## src/hdl/fetch_pkg.sv

```systemverilog
package fetch_pkg;

    ////////////////////////////////////////////////////////////////////////////
    // fetch types
    ////////////////////////////////////////////////////////////////////////////

    // byte address without its low 4 bits, one 16-byte line per step
    typedef logic [27:0] fip_t;

    typedef logic [127:0] line_t;   // one cache line

    // fill FSM, one miss at a time
    typedef enum logic [1:0] {
        FILL_IDLE = 2'd0,   // no miss being served
        FILL_REQ  = 2'd1,   // request strobe out this cycle
        FILL_WAIT = 2'd2    // waiting on the data strobe
    } fill_state_t;

endpackage

```

## src/hdl/fill_if.sv

```systemverilog
interface fill_if #(
    parameter int INDEX_BITS = 4
);
    import fetch_pkg::*;

    localparam int TAG_BITS = $bits(fip_t) - 1 - INDEX_BITS;

    logic                  we;      // write strobe, bank samples at posedge
    logic [INDEX_BITS-1:0] index;
    logic [TAG_BITS-1:0]   tag;
    line_t                 line;

    modport filler (
        output we,
        output index,
        output tag,
        output line
    );

    modport bank (
        input we,
        input index,
        input tag,
        input line
    );

endinterface

```

## src/hdl/fetch_address.sv

```systemverilog
module fetch_address #(
    parameter bit PARITY = 1'b0
) (
    input  logic            clk,
    input  logic            rst_n_i,
    input  logic [31:0]     init_addr_i,
    input  logic            is_init_i,
    input  logic            resteer_i,
    input  fetch_pkg::fip_t resteer_fip_i,
    input  logic            br_taken_i,
    input  fetch_pkg::fip_t br_fip_i,
    input  logic            advance_i,
    input  logic            hold_i,
    output fetch_pkg::fip_t fip_o
);
    import fetch_pkg::*;

    fip_t cf_fip;           // control-flow target, not yet aligned
    fip_t cf_fip_aligned;
    logic is_cf;
    logic adv_ok;
    fip_t fip_q;

    ////////////////////////////////////////////////////////////////////////////
    // control-flow select
    ////////////////////////////////////////////////////////////////////////////

    assign is_cf = is_init_i | resteer_i | br_taken_i;

    // init over resteer over branch
    always_comb begin
        if (is_init_i) begin
            cf_fip = init_addr_i[31:4];     // drop byte offset
        end else if (resteer_i) begin
            cf_fip = resteer_fip_i;
        end else begin
            cf_fip = br_fip_i;
        end
    end

    // target of the wrong parity moves up to the next line of ours
    assign cf_fip_aligned = (cf_fip[0] != PARITY) ? cf_fip + fip_t'(1) : cf_fip;

    ////////////////////////////////////////////////////////////////////////////
    // address register
    ////////////////////////////////////////////////////////////////////////////

    assign adv_ok = advance_i & ~hold_i;   // decoder took the pair, no fill pending

    always_ff @(posedge clk or negedge rst_n_i) begin
        if (!rst_n_i) begin
            fip_q <= fip_t'(PARITY);        // line 0 even, line 1 odd
        end else if (is_cf) begin
            fip_q <= cf_fip_aligned;        // loads even under hold
        end else if (adv_ok) begin
            fip_q <= fip_q + fip_t'(2);     // skip the other bank's line
        end
    end

    assign fip_o = fip_q;

    // register never leaves its own bank
    a_parity_kept: assert property (
        @(posedge clk) disable iff (!rst_n_i)
        fip_o[0] == PARITY
    );

endmodule

```

## src/hdl/icache_bank.sv

```systemverilog
module icache_bank #(
    parameter int INDEX_BITS = 4
) (
    input  logic             clk,
    input  logic             rst_n_i,
    input  fetch_pkg::fip_t  fip_i,
    fill_if.bank             fill,
    output fetch_pkg::line_t line_o,
    output logic             miss_o
);
    import fetch_pkg::*;

    localparam int LINES    = 2 ** INDEX_BITS;
    localparam int TAG_BITS = $bits(fip_t) - 1 - INDEX_BITS;

    line_t                 line_mem [LINES];
    logic [TAG_BITS-1:0]   tag_mem  [LINES];
    logic [LINES-1:0]      valid_q;

    logic [INDEX_BITS-1:0] rd_index;
    logic [TAG_BITS-1:0]   rd_tag;
    logic                  tag_hit;

    ////////////////////////////////////////////////////////////////////////////
    // lookup
    ////////////////////////////////////////////////////////////////////////////

    // bit 0 is the parity, index starts above it
    assign rd_index = fip_i[INDEX_BITS:1];
    assign rd_tag   = fip_i[$bits(fip_t)-1:INDEX_BITS+1];

    assign tag_hit = (tag_mem[rd_index] == rd_tag);

    // same cycle as the fip, no output register
    assign line_o = line_mem[rd_index];
    assign miss_o = ~valid_q[rd_index] | ~tag_hit;

    ////////////////////////////////////////////////////////////////////////////
    // fill write
    ////////////////////////////////////////////////////////////////////////////

    always_ff @(posedge clk or negedge rst_n_i) begin
        if (!rst_n_i) begin
            valid_q <= '0;                  // whole bank empty
        end else if (fill.we) begin
            valid_q[fill.index] <= 1'b1;
        end
    end

    // data and tag arrays
    always_ff @(posedge clk) begin
        if (fill.we) begin
            line_mem[fill.index] <= fill.line;
            tag_mem[fill.index]  <= fill.tag;
        end
    end

    // fill unit must present a clean index with the strobe
    a_fill_index_known: assert property (
        @(posedge clk) disable iff (!rst_n_i)
        fill.we |-> !$isunknown(fill.index)
    );

endmodule

```

## src/hdl/fill_unit.sv

```systemverilog
module fill_unit #(
    parameter int INDEX_BITS = 4
) (
    input  logic             clk,
    input  logic             rst_n_i,
    input  fetch_pkg::fip_t  fip_even_i,
    input  fetch_pkg::fip_t  fip_odd_i,
    input  logic             miss_even_i,
    input  logic             miss_odd_i,
    fill_if.filler           fill_even,
    fill_if.filler           fill_odd,
    output logic             hold_o,
    output logic             fill_req_o,
    output fetch_pkg::fip_t  fill_addr_o,
    input  logic             fill_valid_i,
    input  fetch_pkg::line_t fill_line_i
);
    import fetch_pkg::*;

    fill_state_t state_q;
    fill_state_t state_d;
    fip_t        addr_q;        // line being filled
    logic        to_odd_q;      // target bank of that line
    logic        any_miss;
    logic        start;
    logic        wr;

    assign any_miss = miss_even_i | miss_odd_i;
    assign start    = (state_q == FILL_IDLE) & any_miss;
    assign wr       = (state_q == FILL_WAIT) & fill_valid_i;

    ////////////////////////////////////////////////////////////////////////////
    // fill FSM
    ////////////////////////////////////////////////////////////////////////////

    always_comb begin
        state_d = state_q;
        case (state_q)
            FILL_IDLE: if (any_miss) state_d = FILL_REQ;
            FILL_REQ:  state_d = FILL_WAIT;     // strobe is one cycle
            FILL_WAIT: if (fill_valid_i) state_d = FILL_IDLE;
            default:   state_d = FILL_IDLE;
        endcase
    end

    always_ff @(posedge clk or negedge rst_n_i) begin
        if (!rst_n_i) begin
            state_q  <= FILL_IDLE;
            to_odd_q <= 1'b0;
        end else begin
            state_q <= state_d;
            if (start) begin
                to_odd_q <= ~miss_even_i;   // even wins when both miss
            end
        end
    end

    always_ff @(posedge clk) begin
        if (start) begin
            addr_q <= miss_even_i ? fip_even_i : fip_odd_i;
        end
    end

    ////////////////////////////////////////////////////////////////////////////
    // memory side and bank writes
    ////////////////////////////////////////////////////////////////////////////

    assign fill_req_o  = (state_q == FILL_REQ);
    assign fill_addr_o = addr_q;

    // stall from the first miss cycle through the write cycle
    assign hold_o = any_miss | (state_q != FILL_IDLE);

    assign fill_even.we    = wr & ~to_odd_q;
    assign fill_even.index = addr_q[INDEX_BITS:1];
    assign fill_even.tag   = addr_q[$bits(fip_t)-1:INDEX_BITS+1];
    assign fill_even.line  = fill_line_i;

    assign fill_odd.we     = wr & to_odd_q;
    assign fill_odd.index  = addr_q[INDEX_BITS:1];
    assign fill_odd.tag    = addr_q[$bits(fip_t)-1:INDEX_BITS+1];
    assign fill_odd.line   = fill_line_i;

    // request is a single pulse followed by the wait
    a_req_pulse: assert property (
        @(posedge clk) disable iff (!rst_n_i)
        fill_req_o |=> !fill_req_o && state_q == FILL_WAIT
    );

    // memory only answers an outstanding request
    a_no_valid_idle: assert property (
        @(posedge clk) disable iff (!rst_n_i)
        state_q == FILL_IDLE |-> !fill_valid_i
    );

endmodule

```

## src/hdl/fetch_top.sv

```systemverilog
module fetch_top #(
    parameter int INDEX_BITS = 4
) (
    input  logic             clk,
    input  logic             rst_n_i,
    input  logic [31:0]      init_addr_i,
    input  logic             is_init_i,
    input  logic             resteer_i,
    input  fetch_pkg::fip_t  resteer_fip_i,
    input  logic             br_taken_i,
    input  fetch_pkg::fip_t  br_fip_i,
    input  logic             advance_i,
    input  logic             fill_valid_i,
    input  fetch_pkg::line_t fill_line_i,
    output fetch_pkg::line_t line_even_o,
    output fetch_pkg::line_t line_odd_o,
    output logic             miss_even_o,
    output logic             miss_odd_o,
    output fetch_pkg::fip_t  fip_even_o,
    output fetch_pkg::fip_t  fip_odd_o,
    output logic             fill_req_o,
    output fetch_pkg::fip_t  fill_addr_o
);

    logic hold;     // fill in progress, blocks advance

    fill_if #(.INDEX_BITS(INDEX_BITS)) u_fill_even_if ();
    fill_if #(.INDEX_BITS(INDEX_BITS)) u_fill_odd_if ();

    ////////////////////////////////////////////////////////////////////////////
    // address registers
    ////////////////////////////////////////////////////////////////////////////

    fetch_address #(.PARITY(1'b0)) u_fetch_even (
        .clk           (clk),
        .rst_n_i       (rst_n_i),
        .init_addr_i   (init_addr_i),
        .is_init_i     (is_init_i),
        .resteer_i     (resteer_i),
        .resteer_fip_i (resteer_fip_i),
        .br_taken_i    (br_taken_i),
        .br_fip_i      (br_fip_i),
        .advance_i     (advance_i),
        .hold_i        (hold),
        .fip_o         (fip_even_o)
    );

    fetch_address #(.PARITY(1'b1)) u_fetch_odd (
        .clk           (clk),
        .rst_n_i       (rst_n_i),
        .init_addr_i   (init_addr_i),
        .is_init_i     (is_init_i),
        .resteer_i     (resteer_i),
        .resteer_fip_i (resteer_fip_i),
        .br_taken_i    (br_taken_i),
        .br_fip_i      (br_fip_i),
        .advance_i     (advance_i),
        .hold_i        (hold),
        .fip_o         (fip_odd_o)
    );

    ////////////////////////////////////////////////////////////////////////////
    // banks and fill
    ////////////////////////////////////////////////////////////////////////////

    icache_bank #(.INDEX_BITS(INDEX_BITS)) u_bank_even (
        .clk     (clk),
        .rst_n_i (rst_n_i),
        .fip_i   (fip_even_o),
        .fill    (u_fill_even_if.bank),
        .line_o  (line_even_o),
        .miss_o  (miss_even_o)
    );

    icache_bank #(.INDEX_BITS(INDEX_BITS)) u_bank_odd (
        .clk     (clk),
        .rst_n_i (rst_n_i),
        .fip_i   (fip_odd_o),
        .fill    (u_fill_odd_if.bank),
        .line_o  (line_odd_o),
        .miss_o  (miss_odd_o)
    );

    fill_unit #(.INDEX_BITS(INDEX_BITS)) u_fill_unit (
        .clk          (clk),
        .rst_n_i      (rst_n_i),
        .fip_even_i   (fip_even_o),
        .fip_odd_i    (fip_odd_o),
        .miss_even_i  (miss_even_o),
        .miss_odd_i   (miss_odd_o),
        .fill_even    (u_fill_even_if.filler),
        .fill_odd     (u_fill_odd_if.filler),
        .hold_o       (hold),
        .fill_req_o   (fill_req_o),
        .fill_addr_o  (fill_addr_o),
        .fill_valid_i (fill_valid_i),
        .fill_line_i  (fill_line_i)
    );

endmodule

```

## config.mk

```make
export PLATFORM = sky130hd
export DESIGN_NAME = fetch_top
export DESIGN_NICKNAME = d
export VERILOG_FILES = /design/src/hdl/fetch_pkg.sv /design/src/hdl/fill_if.sv /design/src/hdl/fetch_address.sv /design/src/hdl/icache_bank.sv /design/src/hdl/fill_unit.sv /design/src/hdl/fetch_top.sv
export SDC_FILE = /design/constraint.sdc
export NUM_CORES = 2
export LEC_CHECK = 0
export BUFFER_PORTS_ARGS = -buffer_cell sky130_fd_sc_hd__buf_2
export CAP_MARGIN = 10
export CORE_MARGIN = 3
export CORE_UTILIZATION = 54
export DETAILED_ROUTE_END_ITERATION = 10
export PLACE_DENSITY = 0.81
export SKIP_LAST_GASP = 1
export SYNTH_ARGS = -nofsm -noshare
export SYNTH_HDL_FRONTEND = slang
export SYNTH_MEMORY_MAX_BITS = 65536
export SYNTH_SLANG_ARGS = --single-unit
```

## constraint.sdc

```tcl
create_clock -name clk -period 32.1 [get_ports clk]
set_clock_uncertainty 0.2 [all_clocks]
set_input_delay 1.605 -clock clk [delete_from_list [all_inputs] [get_ports clk]]
set_output_delay 1.605 -clock clk [all_outputs]
set_load 0.02 [all_outputs]
```

Word level (Yosys, flattened, before mapping) --
Memories as Yosys holds them, arrays and structs flattened. Index checks and enable logic that the tools add are counted.
Operators by class: add/subtract/negate cells 3, multipliers 0, div/mod/pow operators 0, $lt $le $gt $ge 4, equal/unequal tests 6, shift operators 0, muxes and demuxes 22, bitwise operators 20, reductions and logical operators 5
Operators with widths (number):
- $mux 28 | 9
- $add 28x2->28 const B | 2
- $eq 23x23->1 | 2
- $or 16x16->16 | 2
- $add 28x1->28 const B | 1
- $lt 4x5->1 const B | 3
- $bmux 1 s4 | 2
- $mux 1 | 7
- $not 1->1 | 7
- $or 1x1->1 | 6
- $pmux 2 s3 | 1
- $and 1x1->1 | 5
- $demux 1 s4 | 1
- $ge 4x1->1 const B | 1
- $mux 2 | 2
- $reduce_bool 2->1 | 2
- $eq 2x1->1 const B | 1
- $eq 2x2->1 const B | 1
- $logic_not 2->1 | 1
- $ne 2x1->1 const B | 1
- $ne 2x2->1 const B | 1
- $reduce_and 2->1 | 1
- $logic_and 1x1->1 | 1
Word-level totals: flip-flop bits (word level) 119, latch bits 0, RAM bits 4832, ROM bits 0, bits of input ports 223, output and inout port bits 343, logic and storage cells 71, memories kept 4
Memory list:
- u_bank_even.line_mem | depth 16, width 128, read ports 1, clocked after memory_dff 0, wr ports 1, line icache_bank.sv:16 | line_t line_mem [LINES];
- u_bank_odd.line_mem | depth 16, width 128, read ports 1, clocked after memory_dff 0, wr ports 1, line icache_bank.sv:16
- u_bank_even.tag_mem | depth 16, width 23, read ports 1, clocked after memory_dff 0, wr ports 1, line icache_bank.sv:17 | logic [TAG_BITS-1:0] tag_mem [LINES];
- u_bank_odd.tag_mem | depth 16, width 23, read ports 1, clocked after memory_dff 0, wr ports 1, line icache_bank.sv:17

Longest topological paths before layout --
depth in word-level cells 10, gate-level depth with buffers 17, mapped depth without buffers 12

Modules after synthesis --
A second synthesis with hierarchy kept.
Unflattened totals: cell total of the unflattened synthesis 8138, area, all modules 192379.5 um^2
Modules (own cells, without submodules):
- icache_bank | times used 2, cells each 3597, area an instance 91883.1 um^2
- fill_unit | times used 1, cells each 384, area an instance 3782.4 um^2
- fetch_address (u_fetch_even) | times used 1, cells each 315, area an instance 2720.1 um^2
- fetch_address (u_fetch_odd) | times used 1, cells each 245, area an instance 2110.8 um^2

Least setup slack after synthesis --
OpenSTA, ideal clock, no wires.
kind input port to flip-flop, start in fill_valid_i, end reg u_bank_even.valid_q[1], setup time 131 ps, data arrival time 13226 ps, slack 18543 ps, stages on the path 4, buffers on the path 0, path through nand2_1 -> or3_1 -> nor3_1 -> or2_2
Between the ends: longest elaborated chain between the ends 2
Ends and longest elaborated chain:
- from (decl) | line fetch_top.sv:13 | input logic fill_valid_i,
- $and 1x1->1 | line fill_unit.sv:30 | assign wr = (state_q == FILL_WAIT) & fill_valid_i;
- $and 1x1->1 | line fill_unit.sv:74 | assign fill_even.we = wr & ~to_odd_q;
- to (signal assigned) | line icache_bank.sv:44 | valid_q <= '0;
- to (signal, indexed assignment) | line icache_bank.sv:46 | valid_q[fill.index] <= 1'b1;
- to (decl) | line icache_bank.sv:18 | logic [LINES-1:0] valid_q;
Every way passes these cells. A chain may end at the register's enable or synchronous reset.

Final worst setup path --
start reg u_fetch_even.fip_q[3], in the netlist u_fetch_even.fip_o[3], end out miss_even_o
Between the ends: longest elaborated chain between the ends 4, elaborated cells on any way between the ends 7, those cells by class eq/ne (1); mux (2); bitwise (3); memory (1)
Ends and longest elaborated chain:
- from (decl) | line fetch_address.sv:22 | fip_t fip_q;
- from (signal assigned) | line fetch_address.sv:52 | fip_q <= fip_t'(PARITY);
- from (signal assigned) | line fetch_address.sv:54 | fip_q <= cf_fip_aligned;
- from (signal assigned) | line fetch_address.sv:56 | fip_q <= fip_q + fip_t'(2);
- $mem_v2 16x23 / $bmux 1 s4 (equally long branches)
- $eq 23x23->1 / $mux 1 (equally long branches) | line icache_bank.sv:32, icache_bank.sv:36
- $not 1->1 | line icache_bank.sv:36 | assign miss_o = ~valid_q[rd_index] | ~tag_hit;
- $or 1x1->1 * | line icache_bank.sv:36
- to (decl) | line fetch_top.sv:17 | output logic miss_even_o,
Mark *: on every way between the ends. The rest lies on a longest branch, timed or not. The select of a mux whose other input is x is not followed.

==> reports/qor.csv <==
metric;value;unit
status;complete, no violations;
dr.pass1.iters;8;
ant_nets;0;
core_area;0.3478;mm^2
drive_above_1_share;32.94;%
crit_chain;buf_4 -> buf_4 -> buf_4 -> mux2i_1 -> mux2i_1 -> xor2_1 -> nor4_1 -> nand2_1 -> nor4_2 -> and2_1 -> buf_4 -> inv_1 -> buf_2;
path_delay_family;buffers and inverters;
powerDensity;69.87;mW/mm^2
worst_ep_arrival_time;7.81;ns
dpl_cell_area;0.1983;mm^2
setup_violations;0;
synthTopCellsByCount;edfxtp_1, mux4_2, clkbuf_1;
peakVddDrop;0.07079;mV
r2r_end;u_fill_unit.fill_addr_o[19];
syn_area_per_cell;24.02;um^2
globalRouteOverflowTotal;0;
vias_per_cell;6.972;
min-delay-path-class;register to register;
maxCapViolCount;0;
critPathBufInv;6;
finalNetCount;8923;
max_freq;104.0;MHz
cpPeakStageDelay;0.87;ns
fin_ws;22.49;ns
synth_edf_count;4860;
numCtsBuffers;460;
netlist_area;0.1896;mm^2
cts_hold_buf;0;
tns;0;ns
final_area;0.2136;mm^2
cts_buffer_depth;4;
vias;95540;
maxSlewViolCount;0;
yosysMostFrequentCell;edfxtp_1;
num_rows;216;
reg2reg_depth;14;
crit_top_cell;buf_4;
min_path_cells;1;
dieHeight;598.6;um
area_delta_synth_final;12.64;%
worstSkewPairLatency;1.04;ns
port_buffers;560;
synth.area.top_cells;edfxtp_1, mux4_2, dfrtp_1;
grt_pass1_vias;97350;
rsz0062_at_grt;no;
hold_viol;0;
die-width;598.6;um
dp_slack;23.55;ns
floorplan.die_area;0.3583;mm^2
cts_root_buffer;clkbuf_16;
ys_types;78;
synth_fp_nets;8120;
initial_core_util;54.52;%
worstSetupPathType;register to output port;
fillerInstances;21770;
synth_top_area_share;76.96;%
cts.sinks;4950;
start_kind;register;
fin_crit_sh;29.95;%
cts_max_level;5;
min_from;u_bank_even.valid_q[8];
crit_required;30.30;ns
slew_headroom;9.017;%
ios;566;
cts_resized;0;
grt_max_degree;165;
dp_hpwl;262700;um
finish.utilization;61.41;%
synthArstFlopShare;1.818;%
routabilityCongestion;0.8980;
wl_per_cell;39.13;um
ys_seq_elements;4950;
period_needed;9.613;ns
min_to;u_bank_even.valid_q[8];
synthFlopType;edfxtp_1;
cts_setup_buffers;0;
synth-seq-area-share;78.15;%
slowest_stage;dfrtp_4;
worst_slew_pin_slew;1.365;ns
ff_latch_area;0.1482;mm^2
antenna_found_initial;62;
cts_tree;built;
totalWireLength;536300;um
grt_pass1_wl;750400;um
track_usage;29.88;%
yosysWarnings;0;
rrSetupSlack;24.47;ns
cp_max_fo;53;
crit_path_end_kind;output port;
clkTransAtPathRegs;0.06;ns
crit_start;u_fetch_even.fip_o[3];
syn_inst;7893;
leakage;67.41;nW
multiInputGateArea;0.03979;mm^2
dr.first_iter.drc_count;16000;
reg2reg_from;u_fetch_even.fip_o[3];
drc;0;
yosysTopAreaCell;edfxtp_1;
==> sequential cells by signal, indices dropped and copies added (netlist names), 27 cells and up <==
| signal | count |
|---|---|
| u_bank_odd.tag_mem | 368 |
| u_bank_even.line_mem | 2048 |
| u_fetch_odd.fip_o | 28 |
| u_fill_unit.fill_addr_o | 28 |
| u_bank_odd.line_mem | 2048 |
| u_fetch_even.fip_o | 27 |
| u_bank_even.tag_mem | 368 |
==> worst max path at each step <==
stage,slack [ns],cells past startpoint,end
floorplan,18.54,4,u_bank_even.valid_q[1]
global placement,23.62,8,line_odd_o[3]
detailed placement,23.55,8,line_odd_o[15]
CTS,22.38,8,line_odd_o[9]
global route,21.92,8,line_odd_o[9]
finish,22.49,13,miss_even_o
==> cells in the final DEF (no fill, tap or decap), drive strengths merged, types with 16 or more instances in the layout <==
cell,instances
nand3,35
inv,40
clkinv,213
a22o,16
nand2,84
or2,41
nor2b,25
nor4,27
edfxtp,4860
xor2,38
mux4,1421
mux2i,167
diode,35
clkbuf,568
a22oi,27
buf,762
nor3,42
nor2,151
mux2,62
bufinv,46
dfrtp,89
and3,18
o22ai,23
o21ai,20
a21oi,78
xnor2,90
==> routing by layer <==
metal,vias to the layer above,global-route usage (%),routed length [um]
met1,49950,38.08,174100
met5,-,0,224
met3,1582,6.174,61770
met2,8509,48.39,265100
met4,34,16.96,35150
li1,35470,-,-
==> kinds of logic (layout without fill, tap and decap cells) <==
group           after synthesis  in the layout  synth area share [%]
mux                        1650           1650                 18.13
flops                      4950           4950                 78.15
xor+xnor                    128            128                0.5912
buf+inv                     442           1640                0.9845
fa+ha+maj                     4              4               0.02639
other cells                   1             36              0.001978
simple gates                492            492                 1.323
compound gates              226            226                0.7938
==> power by group <==
| group | internal [mW] | switching [mW] |
|---|---|---|
| Clock | 3.05 | 2.46 |
| Sequential | 7.32 | 0.145 |
| Combinational | 0.761 | 1.18 |
==> through the flow <==
stage / std cells / hold slack, ns / total power, mW
6_report: 13700 / 0.2719 / 14.92
5_1_grt: 13690 / 0.2863 / 15.26
2_1_floorplan: 7893 / 0.2334 / 8.748
3_5_place_dp: 12810 / 0.2488 / 9.468
3_3_place_gp: 12810 / 0.2456 / 9.403
4_1_cts: 13660 / 0.2711 / 14.94
==> final cells by class <==
class | instances | area share (%)
multi-input cells | 2501 | 18.63
clock buffers | 568 | 5.633
clock inverters | 289 | 1.407
repair buffers | 762 | 2.170
well taps | 4578 | 2.682
diodes | 35 | 0.04101
flip-flops and latches | 4950 | 69.40
inverters | 21 | 0.04394
No activity file was read; power rests on OpenSTA's default activity.
